[src/verilog/uart_pkg.sv]
// shared definitions for the UART transmitter and receiver
package uart_pkg;

    // parity bit handling, same for both directions
    typedef enum logic [1:0] {
        PARITY_NONE,    // no parity bit in the frame
        PARITY_ODD,     // ones over data plus parity is odd
        PARITY_EVEN     // ones over data plus parity is even
    } parity_mode_e;

    // one received byte with its status flags
    typedef struct packed {
        logic [7:0] data;       // lsb was first on the line
        logic       parity_err; // parity bit did not match
        logic       frame_err;  // stop bit sampled low
    } rx_result_t;

    // clock cycles per bit, rounded to the nearest whole cycle
    function automatic logic [15:0] baud_div(
        input int clk_freq_hz,
        input int baud_rate
    );
        int cycles;
        cycles = (clk_freq_hz + baud_rate / 2) / baud_rate;
        return 16'(cycles);
    endfunction

endpackage

[src/verilog/uart_tx.sv]
`timescale 1ns/1ps

module uart_tx #(
    parameter int                     CLK_FREQ_HZ = 100_000_000,
    parameter int                     BAUD_RATE   = 115_200,
    parameter uart_pkg::parity_mode_e PARITY      = uart_pkg::PARITY_EVEN
) (
    input  logic       CLK_I,
    input  logic       RST_I,
    input  logic [7:0] tx_data,
    input  logic       tx_strobe,
    output logic       tx_busy,
    output logic       txd
);
    import uart_pkg::*;

    localparam logic [15:0] BIT_CYCLES = baud_div(CLK_FREQ_HZ, BAUD_RATE);
    localparam int          FRAME_BITS = (PARITY == PARITY_NONE) ? 10 : 11;
    localparam logic [3:0]  LAST_BIT   = 4'(FRAME_BITS - 1);

    logic        busy;
    logic [10:0] shift_q;       // bit 0 is on the line
    logic [15:0] baud_cnt;
    logic [3:0]  bit_cnt;       // bit of the frame being sent
    logic        par_bit;
    logic [10:0] load_frame;

    // parity over the byte to be loaded
    always_comb begin
        case (PARITY)
            PARITY_ODD:  par_bit = ~(^tx_data);
            PARITY_EVEN: par_bit = ^tx_data;
            default:     par_bit = 1'b1;    // slot holds the stop bit instead
        endcase
    end

    // stop, parity (or stop), data, start
    // without parity the top bit is just idle level
    assign load_frame = {1'b1, par_bit, tx_data, 1'b0};

    always_ff @(posedge CLK_I) begin
        if (RST_I) begin
            busy     <= 1'b0;
            shift_q  <= '1;     // line idles high
            baud_cnt <= '0;
            bit_cnt  <= '0;
        end else if (!busy) begin
            if (tx_strobe) begin    // strobes while busy never get here
                busy     <= 1'b1;
                shift_q  <= load_frame;
                baud_cnt <= '0;
                bit_cnt  <= '0;
            end
        end else if (baud_cnt == BIT_CYCLES - 16'd1) begin
            baud_cnt <= '0;
            shift_q  <= {1'b1, shift_q[10:1]};  // refill with idle level
            if (bit_cnt == LAST_BIT) begin
                busy <= 1'b0;   // end of stop bit
            end else begin
                bit_cnt <= bit_cnt + 4'd1;
            end
        end else begin
            baud_cnt <= baud_cnt + 16'd1;
        end
    end

    assign tx_busy = busy;
    assign txd     = shift_q[0];

endmodule

[src/verilog/uart_rx.sv]
`timescale 1ns/1ps

module uart_rx #(
    parameter int                     CLK_FREQ_HZ = 100_000_000,
    parameter int                     BAUD_RATE   = 115_200,
    parameter uart_pkg::parity_mode_e PARITY      = uart_pkg::PARITY_EVEN
) (
    input  logic                 CLK_I,
    input  logic                 RST_I,
    input  logic                 rxd,
    output logic                 rx_valid,
    output uart_pkg::rx_result_t rx_result,
    output logic [7:0]           parity_err_cnt
);
    import uart_pkg::*;

    localparam logic [15:0] BIT_CYCLES = baud_div(CLK_FREQ_HZ, BAUD_RATE);
    localparam logic [15:0] MID_CNT    = BIT_CYCLES >> 1;
    localparam logic        ODD_MODE   = (PARITY == PARITY_ODD);

    typedef enum logic [2:0] {
        ST_IDLE,
        ST_START,   // confirm start bit at its middle
        ST_DATA,
        ST_PARITY,
        ST_STOP
    } state_e;

    state_e      state;
    logic        rxd_meta;
    logic        rxd_sync;
    logic [15:0] baud_cnt;      // position inside the current bit
    logic [15:0] baud_next;
    logic        mid_point;
    logic        bit_end;
    logic [2:0]  bit_idx;
    logic [7:0]  shift_data;
    logic        par_acc;       // running xor of the data bits
    logic        parity_bad;

    // two-flop synchroniser, preset high so reset is not seen as a start
    always_ff @(posedge CLK_I) begin
        if (RST_I) begin
            rxd_meta <= 1'b1;
            rxd_sync <= 1'b1;
        end else begin
            rxd_meta <= rxd;
            rxd_sync <= rxd_meta;
        end
    end

    assign mid_point = (baud_cnt == MID_CNT);
    assign bit_end   = (baud_cnt == BIT_CYCLES - 16'd1);
    assign baud_next = bit_end ? 16'd0 : baud_cnt + 16'd1;

    // data bits arrive lsb first, shift in from the top
    always_ff @(posedge CLK_I) begin
        if (state == ST_DATA && mid_point) begin
            shift_data <= {rxd_sync, shift_data[7:1]};
        end
    end

    always_ff @(posedge CLK_I) begin
        if (RST_I) begin
            state          <= ST_IDLE;
            baud_cnt       <= '0;
            bit_idx        <= '0;
            par_acc        <= 1'b0;
            parity_bad     <= 1'b0;
            rx_valid       <= 1'b0;
            rx_result      <= '0;
            parity_err_cnt <= '0;
        end else begin
            rx_valid <= 1'b0;   // single-cycle strobe
            case (state)
                ST_IDLE: begin
                    baud_cnt   <= '0;
                    bit_idx    <= '0;
                    par_acc    <= 1'b0;
                    parity_bad <= 1'b0;     // stays clear without parity
                    if (!rxd_sync) begin
                        state <= ST_START;
                    end
                end
                ST_START: begin
                    baud_cnt <= baud_next;
                    if (mid_point && rxd_sync) begin
                        state <= ST_IDLE;   // glitch, line back high
                    end else if (bit_end) begin
                        state <= ST_DATA;
                    end
                end
                ST_DATA: begin
                    baud_cnt <= baud_next;
                    if (mid_point) begin
                        par_acc <= par_acc ^ rxd_sync;
                    end
                    if (bit_end) begin
                        bit_idx <= bit_idx + 3'd1;
                        if (bit_idx == 3'd7) begin
                            state <= (PARITY == PARITY_NONE) ? ST_STOP : ST_PARITY;
                        end
                    end
                end
                ST_PARITY: begin
                    baud_cnt <= baud_next;
                    // par_acc already holds all eight bits here
                    if (mid_point) begin
                        parity_bad <= par_acc ^ rxd_sync ^ ODD_MODE;
                    end
                    if (bit_end) begin
                        state <= ST_STOP;
                    end
                end
                ST_STOP: begin
                    baud_cnt <= baud_next;
                    if (mid_point) begin
                        rx_valid             <= 1'b1;
                        rx_result.data       <= shift_data;
                        rx_result.parity_err <= parity_bad;
                        rx_result.frame_err  <= ~rxd_sync;
                        if (parity_bad && parity_err_cnt != 8'hff) begin
                            parity_err_cnt <= parity_err_cnt + 8'd1;  // saturates
                        end
                        state <= ST_IDLE;   // ready for next start edge
                    end
                end
                default: begin
                    state <= ST_IDLE;
                end
            endcase
        end
    end

endmodule

[src/verilog/uart_top.sv]
`timescale 1ns/1ps

module uart_top #(
    parameter int                     CLK_FREQ_HZ = 100_000_000,
    parameter int                     BAUD_RATE   = 115_200,
    parameter uart_pkg::parity_mode_e PARITY      = uart_pkg::PARITY_EVEN
) (
    input  logic                 CLK_I,
    input  logic                 RST_I,
    // transmit side
    input  logic [7:0]           tx_data,
    input  logic                 tx_strobe,
    output logic                 tx_busy,
    output logic                 txd,
    // receive side
    input  logic                 rxd,
    output logic                 rx_valid,
    output uart_pkg::rx_result_t rx_result,
    output logic [7:0]           parity_err_cnt
);

    // the two directions share only clock, reset and line settings
    uart_tx #(
        .CLK_FREQ_HZ (CLK_FREQ_HZ),
        .BAUD_RATE   (BAUD_RATE),
        .PARITY      (PARITY)
    ) i_uart_tx (
        .CLK_I     (CLK_I),
        .RST_I     (RST_I),
        .tx_data   (tx_data),
        .tx_strobe (tx_strobe),
        .tx_busy   (tx_busy),
        .txd       (txd)
    );

    uart_rx #(
        .CLK_FREQ_HZ (CLK_FREQ_HZ),
        .BAUD_RATE   (BAUD_RATE),
        .PARITY      (PARITY)
    ) i_uart_rx (
        .CLK_I          (CLK_I),
        .RST_I          (RST_I),
        .rxd            (rxd),      // loopback is closed outside
        .rx_valid       (rx_valid),
        .rx_result      (rx_result),
        .parity_err_cnt (parity_err_cnt)
    );

endmodule

[config.mk]
export PLATFORM = sky130hd
export DESIGN_NAME = uart_top
export DESIGN_NICKNAME = d
export VERILOG_FILES = /design/src/verilog/uart_pkg.sv /design/src/verilog/uart_tx.sv /design/src/verilog/uart_rx.sv /design/src/verilog/uart_top.sv
export SDC_FILE = /design/constraint.sdc
export NUM_CORES = 1
export LEC_CHECK = 0
export BUFFER_PORTS_ARGS = -buffer_cell sky130_fd_sc_hd__buf_2
export CAP_MARGIN = 20
export CORE_MARGIN = 5
export CORE_UTILIZATION = 59
export DETAILED_ROUTE_END_ITERATION = 8
export GPL_ROUTABILITY_DRIVEN = 0
export PLACE_DENSITY_LB_ADDON = 0.12
export SYNTH_ARGS = -nofsm -noshare
export SYNTH_HDL_FRONTEND = slang
export SYNTH_HIERARCHICAL = 1
export SYNTH_SLANG_ARGS = --single-unit
export TNS_END_PERCENT = 5
[constraint.sdc]
create_clock -name CLK_I -period 3.7 [get_ports CLK_I]
set_input_delay 0.185 -clock CLK_I [delete_from_list [all_inputs] [get_ports CLK_I]]
set_output_delay 0.185 -clock CLK_I [all_outputs]
set_load 0.01 [all_outputs]
# Yosys cells after proc, flatten, opt, wreduce, memory -nomap -nowiden
# Index checks and enable logic that the tools add are counted.
# Widths: inputs -> output; s select.
[totals]
out_inout_bits = 21
wordCells = 94
reg_bits = 85
[op_classes]
eq_ne = 20
n_reduce_logical = 19
n_addsub = 5
n_bitwise = 3
n_mux = 30
[op_table]
columns = ["cell", "n"]
rows = [
  ["$mux 16", 4],
  ["$mux 11", 3],
  ["$add 16x1->16 const B", 2],
  ["$eq 16x10->1 const B", 2],
  ["$pmux 16 s2", 1],
  ["$mux 3", 8],
  ["$eq 16x9->1 const B", 1],
  ["$mux 4", 4],
  ["$pmux 3 s5", 1],
  ["$ne 2x1->1 const B", 5],
  ["$reduce_and 2->1", 5],
  ["$add 8x1->8 const B", 1],
  ["$ne 2x2->1 const B", 4],
  ["$ne 8x8->1 const B", 1],
  ["$reduce_bool 2->1", 4],
  ["$reduce_xor 8->1", 1],
  ["$eq 3x2->1 const B", 2],
  ["$eq 3x3->1 const B", 2],
  ["$mux 1", 6],
  ["$pmux 3 s2", 1],
  ["$reduce_and 3->1", 2],
  ["$reduce_and 6->1", 1],
  ["$add 4x1->4 const B", 1],
  ["$eq 4x4->1 const B", 1],
  ["10 further kinds", 14],
]

# Longest topological paths before layout
# Gate-level depths: netlist of the first run.
[depth]
word_depth = 4
depth_mapped = 9

# Modules after synthesis
# The synthesis of the first run kept the hierarchy.
[by_module_without_submodules]
columns = ["mod", "cells_each", "area_each_um2", "n_inst", "seq_area_each_um2"]
rows = [
  ["uart_rx", 263, 2333.5, 1, 1141.1],
  ["uart_tx", 196, 1641.6, 1, 620.6],
]

# Least setup slack after synthesis of the first run
# OpenSTA, ideal clock, no wires.
[synth_path]
kind = "flip-flop to flip-flop"
start = "register i_uart_rx.baud_cnt[10]"
end = "register i_uart_rx.shift_data[0] (enable)"
arrival_time_ns = 2.259
stages_incl_launch_ff = 5
n_path_buf = 1
path_slack_ns = 1.057
synth_period_minus_slack_ns = 2.643
required_time_ns = 3.315
path_cell_list = "dfxtp_1 > or4_1 > or4_4 > clkbuf_1 > nor3_1"
[synth_between]
elab_chain_cells = 2
[synth_rtl]
columns = ["element", "line", "source"]
rows = [
  ["start: declaration", "uart_rx.sv:32", "logic [15:0] baud_cnt;"],
  ["start signal: assignment", "uart_rx.sv:86", "baud_cnt <= baud_next;"],
  ["start signal: assignment", "uart_rx.sv:94", "baud_cnt <= baud_next;"],
  ["start signal: assignment", "uart_rx.sv:106", "baud_cnt <= baud_next;"],
  ["$eq 16x9->1", "uart_rx.sv:52", "assign mid_point = (baud_cnt == MID_CNT);"],
  ["$logic_and 1x1->1", "uart_rx.sv:58", "if (state == ST_DATA && mid_point) begin"],
  ["end signal: assignment", "uart_rx.sv:59", "shift_data <= {rxd_sync, shift_data[7:1]};"],
  ["end: declaration", "uart_rx.sv:37", "logic [7:0] shift_data;"],
]
# No other way between the ends.
# A chain may end at the register's enable or synchronous reset.

# Final worst setup path of the first run
[layout_path]
start = "register i_uart_rx.baud_cnt[10]"
end = "register i_uart_rx.parity_err_cnt[5]"
[layout_between]
elab_chain_cells = 2
[layout_rtl]
columns = ["element", "line", "source"]
rows = [
  ["$eq 16x9->1", "uart_rx.sv:52", ""],
  ["$reduce_and 3->1 (no line)", "-", ""],
  ["end signal: assignment", "uart_rx.sv:123", "parity_err_cnt <= parity_err_cnt + 8'd1;"],
  ["end: declaration", "uart_rx.sv:13", "output logic [7:0] parity_err_cnt"],
]
# No other way between the ends.

==> key figures, run 1 <==
Clock tree
  • CTS tree: done
  • Reg clk slew, reported paths: ~0.080 ns
  • Num CTS Buffers: 9
  • # resized after CTS: 0
  • Clock Path Buffers: 2
  • Clk root buf: clkbuf_8
  • Num Clock Sinks: 84
  • Hold_buf cts: 0
  • H-tree levels: 3
  • Post-CTS setup buffers: 0
  • Clock Latency Late Sink: around 0.35 ns

Pwr
  • Flop pwr share: 0.593
  • Comb pwr share: 0.053
  • Clock network fraction of total power: 0.353
  • Peak supply drop: ~0.00023 V
  • Total design power: roughly 1.6 mW
  • Cell internal pwr: approximately 1.2 mW
  • PwrDens: between 300 and 400 mW/mm^2
  • Leak: 1.52 nW
  • NetSw: around 0.38 mW
  • Sw frac: 0.239

Timing
  • FMAX: 364 MHz
  • RSZ-0062 raised after global routing: false
  • Min Hold Slack: roughly 0.020 ns
  • Final WS setup: between 0.9 and 1 ns
  • Final min period: roughly 2.7 ns
  • Slew @ Worst Pin: just under 1 ns
  • Max-slew violations: 0
  • Final hold viol count: 0
  • Final Cycle Share: 0.743
  • Worst Skew: 0.0105 ns
  • Setup Viol. Count Final: 0
  • Max_slew headroom: 0.350
  • Setup_tns: 0 ns

Finish
  • Layout cells sized above 1: 0.136
  • Diodes inserted: 0
  • Net count, final: 502
  • Fin cells: between 500 and 600
  • Most common cell after layout, fill and taps aside: dfxtp_1
  • Most frequent cells in the layout: dfxtp_1, nand2_1, nor2_1
  • Layout area overhead: 8.53%

Place
  • Pre-CTS WS: roughly 0.97 ns
  • Dpl hpwl: 5650 um
  • Count of input and output buffers: 32
  • Placed insts: approximately 550

Global route
  • Vias in the first global route: about 3.1k
  • Global-route wire length before repair: 14100 um
  • GRT Overall Usage: 0.201
  • Largest net degree at the start of global routing: 60
  • Initial antenna violation count: 0
  • Gr ovfl total: 0

Synth
  • Part of the Yosys area used for sequential elements: 0.443
  • Synth Cell Area: 0.00398 sq mm
  • Avg Synthesized Cell Area: between 8 and 9 sq um
  • Yosys reg bits: between 80 and 90
  • EDFF count, synth: 8
  • Unique masters post-synth: between 60 and 70
  • Synthesized instance count: 459
  • Asr flop ratio synth: 0
  • Most used flip-flop cell after synthesis: dfxtp_1
  • Syn_nets: between 400 and 500
  • Warnings from Yosys: 6

Floorplanning
  • Core Footprint: 0.00668 sq mm
  • Overall die area: 0.00848 sq mm
  • Cell row count: 30
  • Initial Util: 0.595
  • Io pins: 33
  • Die Wd: 92.1 um
  • Die H: 92.1 um

Run
  • Max-Cap Viols: 0

Drt
  • Total Routed Length: 8140 um
  • Final ANT Viol Nets: 0
  • Iteration-0 DRC Markers: roughly 200
  • DRC violation count after routing: 0
  • Routed len/inst: 14.4 um
  • Drt pass-1 iters: 6
  • Vias: 3371
  • Vias per cell: ~5.9

Worst hold path
  • Worst Hold Class: input port to register

Setup path
  • CP Cell Sequence: or4_1, or4_4, or4_4, or3_1, a21oi_1
  • Worst setup EP type: register
  • Crit Path Class: register to register
  • CP peak stage delay: 0.64 ns
  • Top cell by count, worst path: or4_4
  • Critical path arrival: 3.02 ns
  • Worst path slowest cell: or4_4
  • Crit Path Max Fanout: 12
  • Required time worst endpoint: 3.98 ns
  • Startpoint type of the worst setup path: register

Outcome
  • Status: finished, final reports clean
## layout make-up
cell class	count	area, sq um
inverter	10	37.5
clock inverter	5	28.8
timing repair buffer	35	183
fill	586	2370
sequential	84	1760
tap	80	100
clock buffer	11	131
multi-input combinational	342	2070
## routing by layer
layer	vias to the layer above	part of all wire	track usage
met3	10	0.035	0.0328
met1	1585	0.47	0.262
met5	-	0	0
met2	59	0.48	0.330
met4	0	0.014	0.0866
li1	1717	-	-
## metrics by stage
step	area, sq um	utilization
global route	4310	0.646
CTS	4310	0.646
floorplan	3980	-
global placement	4150	0.622
detailed placement	4150	0.622
finish	4310	0.646
## registers in the layout, summed over array words and instances (netlist names)
signal,cells
i_uart_rx/rx_result,10
i_uart_rx/shift_data,8
i_uart_rx/bit_idx,3
i_uart_rx/rxd_sync,1
i_uart_rx/parity_bad,1
i_uart_rx/state,3
i_uart_rx/baud_cnt,16
i_uart_rx/rxd_meta,1
i_uart_tx/shift_q,10
i_uart_tx/bit_cnt,4
i_uart_rx/rx_valid,1
i_uart_rx/parity_err_cnt,8
i_uart_tx/baud_cnt,16
i_uart_tx/tx_busy,1
i_uart_rx/par_acc,1
## power by group through the flow
| stage | Combinational (mW) | Clock [mW] | Sequential, mW |
|---|---|---|---|
| floorplan | 0.0654 | 0 | 0.954 |
| global placement | 0.0827 | 0 | 0.957 |
| detailed placement | 0.0842 | 0 | 0.958 |
| CTS | 0.0846 | 0.579 | 0.936 |
| global route | 0.0928 | 0.616 | 0.938 |
| finish | 0.0840 | 0.557 | 0.936 |
## kinds of logic (layout without fill, tap and decap cells)
| logic type | Yosys count | after routing | share of synthesized area |
|---|---|---|---|
| mux | 3 | 3 | 0.00787 |
| fa+ha+maj | 8 | 8 | 0.0252 |
| xor+xnor | 23 | 23 | 0.0507 |
| compound gates | 104 | 104 | 0.161 |
| flops | 84 | 84 | 0.443 |
| simple gates | 204 | 204 | 0.274 |
| buf+inv | 33 | 61 | 0.0371 |
## worst paths after layout
path	slack, ns	startpoint	to	cells after the start
hold / removal	0.02	rxd	i_uart_rx/rxd_meta	2
setup / recovery	0.95	i_uart_rx/baud_cnt[10]	i_uart_rx/parity_err_cnt[5]	5
hold reg to reg	0.42	i_uart_rx/rxd_meta	i_uart_rx/rxd_sync	1
setup reg to reg	0.95	i_uart_rx/baud_cnt[10]	i_uart_rx/parity_err_cnt[5]	5
## synth_stat cells, drive strengths merged (4+ instances only)
| master | n | area (sq um) |
|---|---|---|
| o21bai | 8 | 60.1 |
| o22ai | 9 | 56.3 |
| a211oi | 5 | 37.5 |
| or4 | 4 | 37.5 |
| a31oi | 13 | 81.3 |
| inv | 10 | 37.5 |
| edfxtp | 8 | 240 |
| o21ai | 17 | 85.1 |
| xnor2 | 15 | 131 |
| buf | 5 | 32.5 |
| dfxtp | 76 | 1520 |
| nand4 | 13 | 81.3 |
| or3 | 8 | 50.1 |
| clkbuf | 18 | 77.6 |
| or2 | 5 | 31.3 |
| nor4 | 10 | 68.8 |
| nor2 | 38 | 143 |
| nand3 | 18 | 95.1 |
| a21oi | 35 | 175 |
| and3 | 7 | 51.3 |
| nor3 | 27 | 140 |
| ha | 8 | 100 |
| xor2 | 8 | 70.1 |
| nand2b | 5 | 31.3 |
| nand2 | 51 | 191 |
## worst max-delay path: cells and delay by family, from the launching register on
family / cells / cell delay, ns
flops: 1 / 0.37
compound gates: 1 / 0.15
simple gates: 4 / 2.15
Power figures use the tool's default switching activity.
==> run 2, diff against run 1 <==
- ABC_AREA: unset -> 1
- CORE_UTILIZATION: 59 -> 55
- clock period: 3.7 -> 2.4 ns (I/O delays scaled with it)
==> key figures, run 2 <==
Outcome
  • Status: finished, final reports clean

Finish
  • Net count, final: 710 (+41%)
  • Layout cells sized above 1: 0.168 (+0.0328)
  • Fillcell total: 783 (+34%)
  • Design area: 0.00505 sq mm (+17%)
  • Layout area overhead: 9.38%
  • Diodes inserted: 0 (unchanged)
  • Most common cell after layout, fill and taps aside: nand2_1
  • Reg area: 0.00176 sq mm (unchanged)
  • Fin cells: 800 (+41%)
  • Most frequent cells in the layout: nand2_1, nor2_1, dfxtp_1
  • Largest registers: i_uart_rx/baud_cnt x16, i_uart_tx/baud_cnt x16
  • Footprint of the multi-input gates: 0.00250 sq mm (+21%)

Synth
  • Synth area leader: dfxtp_1
  • Part of the Yosys area used for sequential elements: 0.382 (-0.0615)
  • Warnings from Yosys: 6 (unchanged)
  • Unique masters post-synth: 43 (-31%)
  • Synth Cell Area: 0.00462 sq mm (+16%)
  • Top-area cell type share of the netlist area: 0.330 (-0.0531)
  • Syn_nets: 676 (+41%)
  • Synthesized instance count: 656 (+43%)
  • Yosys reg bits: 84 (unchanged)
  • Avg Synthesized Cell Area: 7.04 sq um (-19%)
  • Synth top cells by count: nand2_1, nor2_1, dfxtp_1
  • Asr flop ratio synth: 0 (unchanged)
  • Most used flip-flop cell after synthesis: dfxtp_1
  • Synth top area cells: dfxtp_1, nand2_1, nor2_1, nand3_1, edfxtp_1
  • Top-count cell post-synth: nand2_1
  • EDFF count, synth: 8 (unchanged)

Timing
  • Worst Skew: 0.00915 ns (-0.00132 ns)
  • Final min period: 1.68 ns (-1.07 ns)
  • FMAX: 595 MHz (+64%)
  • Final Cycle Share: 0.701 (-0.0424)
  • Max_slew headroom: 0.624 (+0.274)
  • Slew @ Worst Pin: 0.561 ns (-0.415 ns)
  • Setup Viol. Count Final: 0 (unchanged)
  • Setup_tns: 0 ns (unchanged)
  • Max-slew violations: 0 (unchanged)
  • Final hold viol count: 0 (unchanged)
  • RSZ-0062 raised after global routing: false

Setup path
  • RR Endpoint: i_uart_rx/baud_cnt[10]
  • Startpoint type of the worst setup path: register
  • Critical path arrival: 1.97 ns (-1.05 ns)
  • Reg-to-reg setup timing slack: 0.72 ns (-0.23 ns)
  • Worst r2r src: i_uart_rx/state[2]
  • Required time worst endpoint: 2.69 ns (-1.29 ns)
  • Crit Path Class: register to register
  • Crit Path Max Fanout: 13 (+1)
  • Worst setup EP type: register
  • R2r worst-path depth: 6 (+1)

Place
  • Count of input and output buffers: 32 (unchanged)
  • Dpl hpwl: 6970 um (+23%)
  • Placed Instance Area: 0.00485 sq mm (+17%)
  • Placed insts: 782 (+42%)

Clock tree
  • Reg clk slew, reported paths: 0.09 ns (about the same)
  • Clock Latency Late Sink: 0.36 ns (about the same)
  • CTS tree: done
  • Clk root buf: clkbuf_8
  • Clock Path Buffers: 2 (unchanged)
  • Post-CTS setup buffers: 0 (unchanged)
  • Num CTS Buffers: 9 (unchanged)
  • Num Clock Sinks: 84 (unchanged)
  • H-tree levels: 3 (unchanged)

Drt
  • Vias: 4219 (+25%)
  • Total Routed Length: 9640 um (+18%)
  • Iteration-0 DRC Markers: 167 (-15%)
  • Drt pass-1 iters: 5 (-1)
  • Vias per cell: 5.27 (-11%)
  • Routed len/inst: 12.0 um (-16%)
  • Final ANT Viol Nets: 0 (unchanged)
  • DRC violation count after routing: 0 (unchanged)

Pwr
  • Peak supply drop: 0.000344 V (+50%)
  • PwrDens: 674 mW/mm^2 (+84%)
  • Leak: 2.16 nW (+42%)
  • Total design power: 3.40 mW (+120%)

Global route
  • Initial antenna violation count: 0 (unchanged)
  • Gr ovfl total: 0 (unchanged)
  • Largest net degree at the start of global routing: 40 (-33%)
  • Global-route wire length before repair: 17000 um (+20%)
  • GRT Overall Usage: 0.199 (-0.00203)
  • Vias in the first global route: 3922 (+26%)

Floorplanning
  • Die H: 102 um (+10%)
  • Initial Util: 0.562 (-0.0332)
  • Overall die area: 0.0103 sq mm (+22%)
  • Core Footprint: 0.00822 sq mm (+23%)
  • Die Wd: 102 um (+10%)
  • Cell row count: 33 (+10%)
  • Io pins: 33 (unchanged)

Worst hold path
  • Hold Path End: i_uart_tx/shift_q[2]
  • Worst Hold Class: input port to register
  • Worst hold path depth: 5 (+3)
  • Hold Crit Start: tx_data[1]

Run
  • Max-Cap Viols: 0 (unchanged)
==> run 2: changes by cell type after synthesis, moves of 10 or more <==
cell     before  now
nor2_4        0   10
nand2_2       0   14
inv_1        10   53
inv_2         0   14
nor2_1       38   80
nand2_1      51  171
nand3_1      17   49
a31oi_1      13    2
nor3_1       26   12
==> run 2: power by group <==
part	internal, mW	total, mW	switching (mW)	leakage (nW)
clock network	0.390	0.938	0.548	0.0915
registers	1.49	1.56	0.0704	0.689
logic	0.293	0.907	0.614	1.38
==> run 2: layer usage <==
metal / up-vias / global-route usage / part of all wire
met5: - / 0 / 0
met4: 0 / 0.0757 / 0.014
met3: 13 / 0.0303 / 0.052
met2: 102 / 0.319 / 0.45
met1: 1919 / 0.272 / 0.48
li1: 2185 / - / -
==> run 2: cells by family after synthesis <==
kind of cell,count (synthesis),share of synthesized area
compound gates,76,0.0916
flops,84,0.382
fa+ha+maj,8,0.0217
simple gates,380,0.388
xor+xnor,21,0.0398
buf+inv,87,0.0770
==> run 2: area by class of cell <==
cell class	instances	share of cell area
Clock buffer	9	0.0245
Clock inverter	7	0.0109
Inverter	73	0.0550
Multi-Input combinational cell	485	0.495
Sequential cell	84	0.349
Tap cell	105	0.0260
Timing Repair Buffer	37	0.0397
==> run 2: critical path: stages (launching register included) <==
cell	delay (ns)
dfxtp_1	0.48
inv_2	0.09
nor2_4	0.36
inv_2	0.13
a21oi_2	0.31
o31ai_1	0.12
a21oi_1	0.12
==> run 2: timing repair <==
item / 4_1_cts / 5_1_grt
setup endpoints to repair: 0 / 0
hold buffers: 1 / 0
gates resized for setup: 0 / 0
endpoints found under the hold margin: 1 / 0
==> run 2: worst max-delay path by stage <==
stage | from | depth (start not counted) | end | slack (ns)
finish | i_uart_rx/state[2] | 6 | i_uart_rx/baud_cnt[10] | 0.72
global route | i_uart_rx/state[2] | 6 | i_uart_rx/baud_cnt[10] | 0.54
CTS | i_uart_tx/tx_busy | 6 | i_uart_tx/shift_q[4] | 0.36
detailed placement | i_uart_tx/tx_busy | 6 | i_uart_tx/shift_q[8] | 0.38
global placement | i_uart_tx/tx_busy | 6 | i_uart_tx/shift_q[7] | 0.44
floorplan | i_uart_rx/baud_cnt[0] | 9 | i_uart_rx/par_acc | 0.71
==> run 2: through the flow <==
stage / util / setup WS [ns] / hold WS, ns
floorplan: - / 0.705 / 0.189
global placement: 0.591 / 0.444 / 0.306
detailed placement: 0.591 / 0.376 / 0.311
CTS: 0.614 / 0.356 / 0.0940
global route: 0.614 / 0.536 / 0.126
finish: 0.614 / 0.718 / 0.109
==> run 3, diff against run 2 <==
- CORE_UTILIZATION: 55 -> 60
- clock period: 2.4 -> 1.7 ns (I/O delays scaled with it)
==> key figures, run 3 (synthesis gave the netlist of run 2 again) <==
Outcome
  • Status: finished, final reports clean

Timing
  • FMAX: 621 MHz (+4.4%)
  • Final hold viol count: 0 (unchanged)
  • Slew @ Worst Pin: 0.343 ns (-0.218 ns)
  • RSZ-0062 raised after global routing: true
  • Final min period: 1.61 ns (-0.0701 ns)
  • Max_slew headroom: 0.770 (+0.146)
  • Max-slew violations: 0 (unchanged)
  • Worst Skew: 0.0125 ns (+0.00336 ns)
  • Setup_tns: 0 ns (unchanged)
  • Setup Viol. Count Final: 0 (unchanged)
  • Final Cycle Share: 0.948 (+0.247)

Drt
  • Vias per cell: 5.28 (+0.15%)
  • Final ANT Viol Nets: 0 (unchanged)
  • Routed len/inst: 12.4 um (+2.8%)
  • Iteration-0 DRC Markers: 193 (+16%)
  • Vias: 4278 (+1.4%)
  • DRC violation count after routing: 0 (unchanged)
  • Total Routed Length: 10000 um (+4.1%)
  • Drt pass-1 iters: 5 (unchanged)

Floorplanning
  • Overall die area: 0.00955 sq mm (-7.5%)
  • Io pins: 33 (unchanged)
  • Cell row count: 32 (-3.0%)
  • Die Wd: 97.7 um (-3.8%)
  • Die H: 97.7 um (-3.8%)
  • Initial Util: 0.607 (+0.0450)
  • Core Footprint: 0.00761 sq mm (-7.4%)

Worst hold path
  • Hold Path End: i_uart_tx/baud_cnt[9]
  • Worst Hold Class: input port to register
  • Worst hold path depth: 2 (-3)
  • Hold Crit Start: RST_I

Clock tree
  • Clk root buf: clkbuf_8
  • Reg clk slew, reported paths: 0.09 ns (about the same)
  • Clock Latency Late Sink: 0.35 ns (about the same)
  • Num Clock Sinks: 84 (unchanged)
  • Num CTS Buffers: 9 (unchanged)
  • Clock Path Buffers: 2 (unchanged)
  • CTS tree: done
  • H-tree levels: 3 (unchanged)

Global route
  • Vias in the first global route: 3813 (-2.8%)
  • Global-route wire length before repair: 17200 um (+1.6%)
  • Gr ovfl total: 0 (unchanged)
  • Initial antenna violation count: 0 (unchanged)
  • Largest net degree at the start of global routing: 20 (-50%)
  • GRT Overall Usage: 0.213 (+0.0133)

Pwr
  • Clock network fraction of total power: 0.293 (+0.017)
  • Comb pwr share: 0.269 (+0.003)
  • PwrDens: 968 mW/mm^2 (+44%)
  • Sw frac: 0.350 (-0.0117)
  • Flop pwr share: 0.438 (-0.020)
  • Leak: 2.25 nW (+4.1%)
  • Peak supply drop: 0.000523 V (+52%)
  • Cell internal pwr: 3.27 mW (+51%)
  • NetSw: 1.76 mW (+43%)

Finish
  • Largest registers: i_uart_rx/baud_cnt x16, i_uart_tx/baud_cnt x16
  • Most frequent cells in the layout: nand2_1, nor2_1, dfxtp_1
  • Most common cell after layout, fill and taps aside: nand2_1
  • Fillcell total: 654 (-16%)
  • Net count, final: 723 (+1.8%)
  • Fin cells: 810 (+1.3%)
  • Layout cells sized above 1: 0.189 (+0.0209)
  • Layout area overhead: 12.7%
  • Diodes inserted: 0 (unchanged)

Setup path
  • Reg-to-reg setup timing slack: 0.09 ns (-0.63 ns)
  • Required time worst endpoint: 1.77 ns (-0.92 ns)
  • R2r worst-path depth: 7 (+1)
  • Startpoint type of the worst setup path: register
  • Critical path arrival: 1.68 ns (-0.29 ns)
  • CP Launch Point: i_uart_rx/baud_cnt[0]
  • RR Endpoint: i_uart_rx/shift_data[0]
  • Worst r2r src: i_uart_rx/baud_cnt[0]
  • Worst setup EP type: register
  • Crit Path Class: register to register
  • Crit Path Max Fanout: 8 (-5)

Place
  • Placed insts: 792 (+1.3%)
  • Count of input and output buffers: 32 (unchanged)
  • Dpl hpwl: 7480 um (+7.3%)

Run
  • Max-Cap Viols: 0 (unchanged)
==> run 3: power by group through the flow <==
stage | logic [mW] | clock network, mW | registers, mW
global placement | 1.30 | 0 | 2.24
detailed placement | 1.32 | 0 | 2.25
floorplan | 1.03 | 0 | 2.23
finish | 1.36 | 1.48 | 2.20
CTS | 1.33 | 1.52 | 2.20
global route | 1.53 | 1.61 | 2.22
==> run 3: layer usage <==
metal / track usage / share of wire / up-vias
met1: 0.288 / 0.47 / 1957
met3: 0.0366 / 0.038 / 12
met5: 0 / 0 / -
met4: 0.0639 / 0.013 / 0
li1: - / - / 2209
met2: 0.349 / 0.48 / 100
==> run 3: worst max path at each step <==
| stage | to | depth (start not counted) |
|---|---|---|
| 2_1_floorplan | i_uart_rx/par_acc | 9 |
| 3_3_place_gp | i_uart_tx/shift_q[9] | 9 |
| 3_5_place_dp | i_uart_tx/shift_q[2] | 9 |
| 4_1_cts | i_uart_tx/shift_q[7] | 9 |
| 5_1_grt | i_uart_rx/parity_bad | 9 |
| 6_report | i_uart_rx/shift_data[0] | 7 |
==> run 3: through the flow <==
step	area, sq um	util	hold WS (ns)	setup slack, ns	power, mW
CTS	5160	0.678	0.0455	0.00965	5.05
detailed placement	4950	0.650	0.277	0.0300	3.57
finish	5200	0.684	0.0664	0.0885	5.04
global route	5200	0.684	0.0541	-0.00833	5.36
global placement	4950	0.650	0.271	0.0984	3.54
floorplan	4620	-	0.154	0.00522	3.25
==> run 3: cell type report <==
| class | instances | area [sq um] | share of cell area |
|---|---|---|---|
| Timing Repair Buffer | 50 | 302 | 0.0579 |
| Tap cell | 102 | 128 | 0.0245 |
| Inverter | 73 | 283 | 0.0543 |
| Sequential cell | 84 | 1760 | 0.339 |
| Clock buffer | 9 | 124 | 0.0238 |
| Clock inverter | 7 | 80.1 | 0.0154 |
| Multi-Input combinational cell | 485 | 2520 | 0.485 |
==> run 3: repair_timing <==
item	CTS	global route
hold buffers	1	0
buffers inserted	0	1
hold endpoints to repair	1	0
endpoints found under the setup margin	0	41
resized for setup	0	10
==> run 3: critical path, stage by stage, from the launching register on <==
cell and delay (ns):
dfxtp_1 0.34, inv_1 0.09, ha_1 0.16, nand3_1 0.12, nor2_4 0.16, nand2_2 0.11
nor2_2 0.18, buf_6 0.17
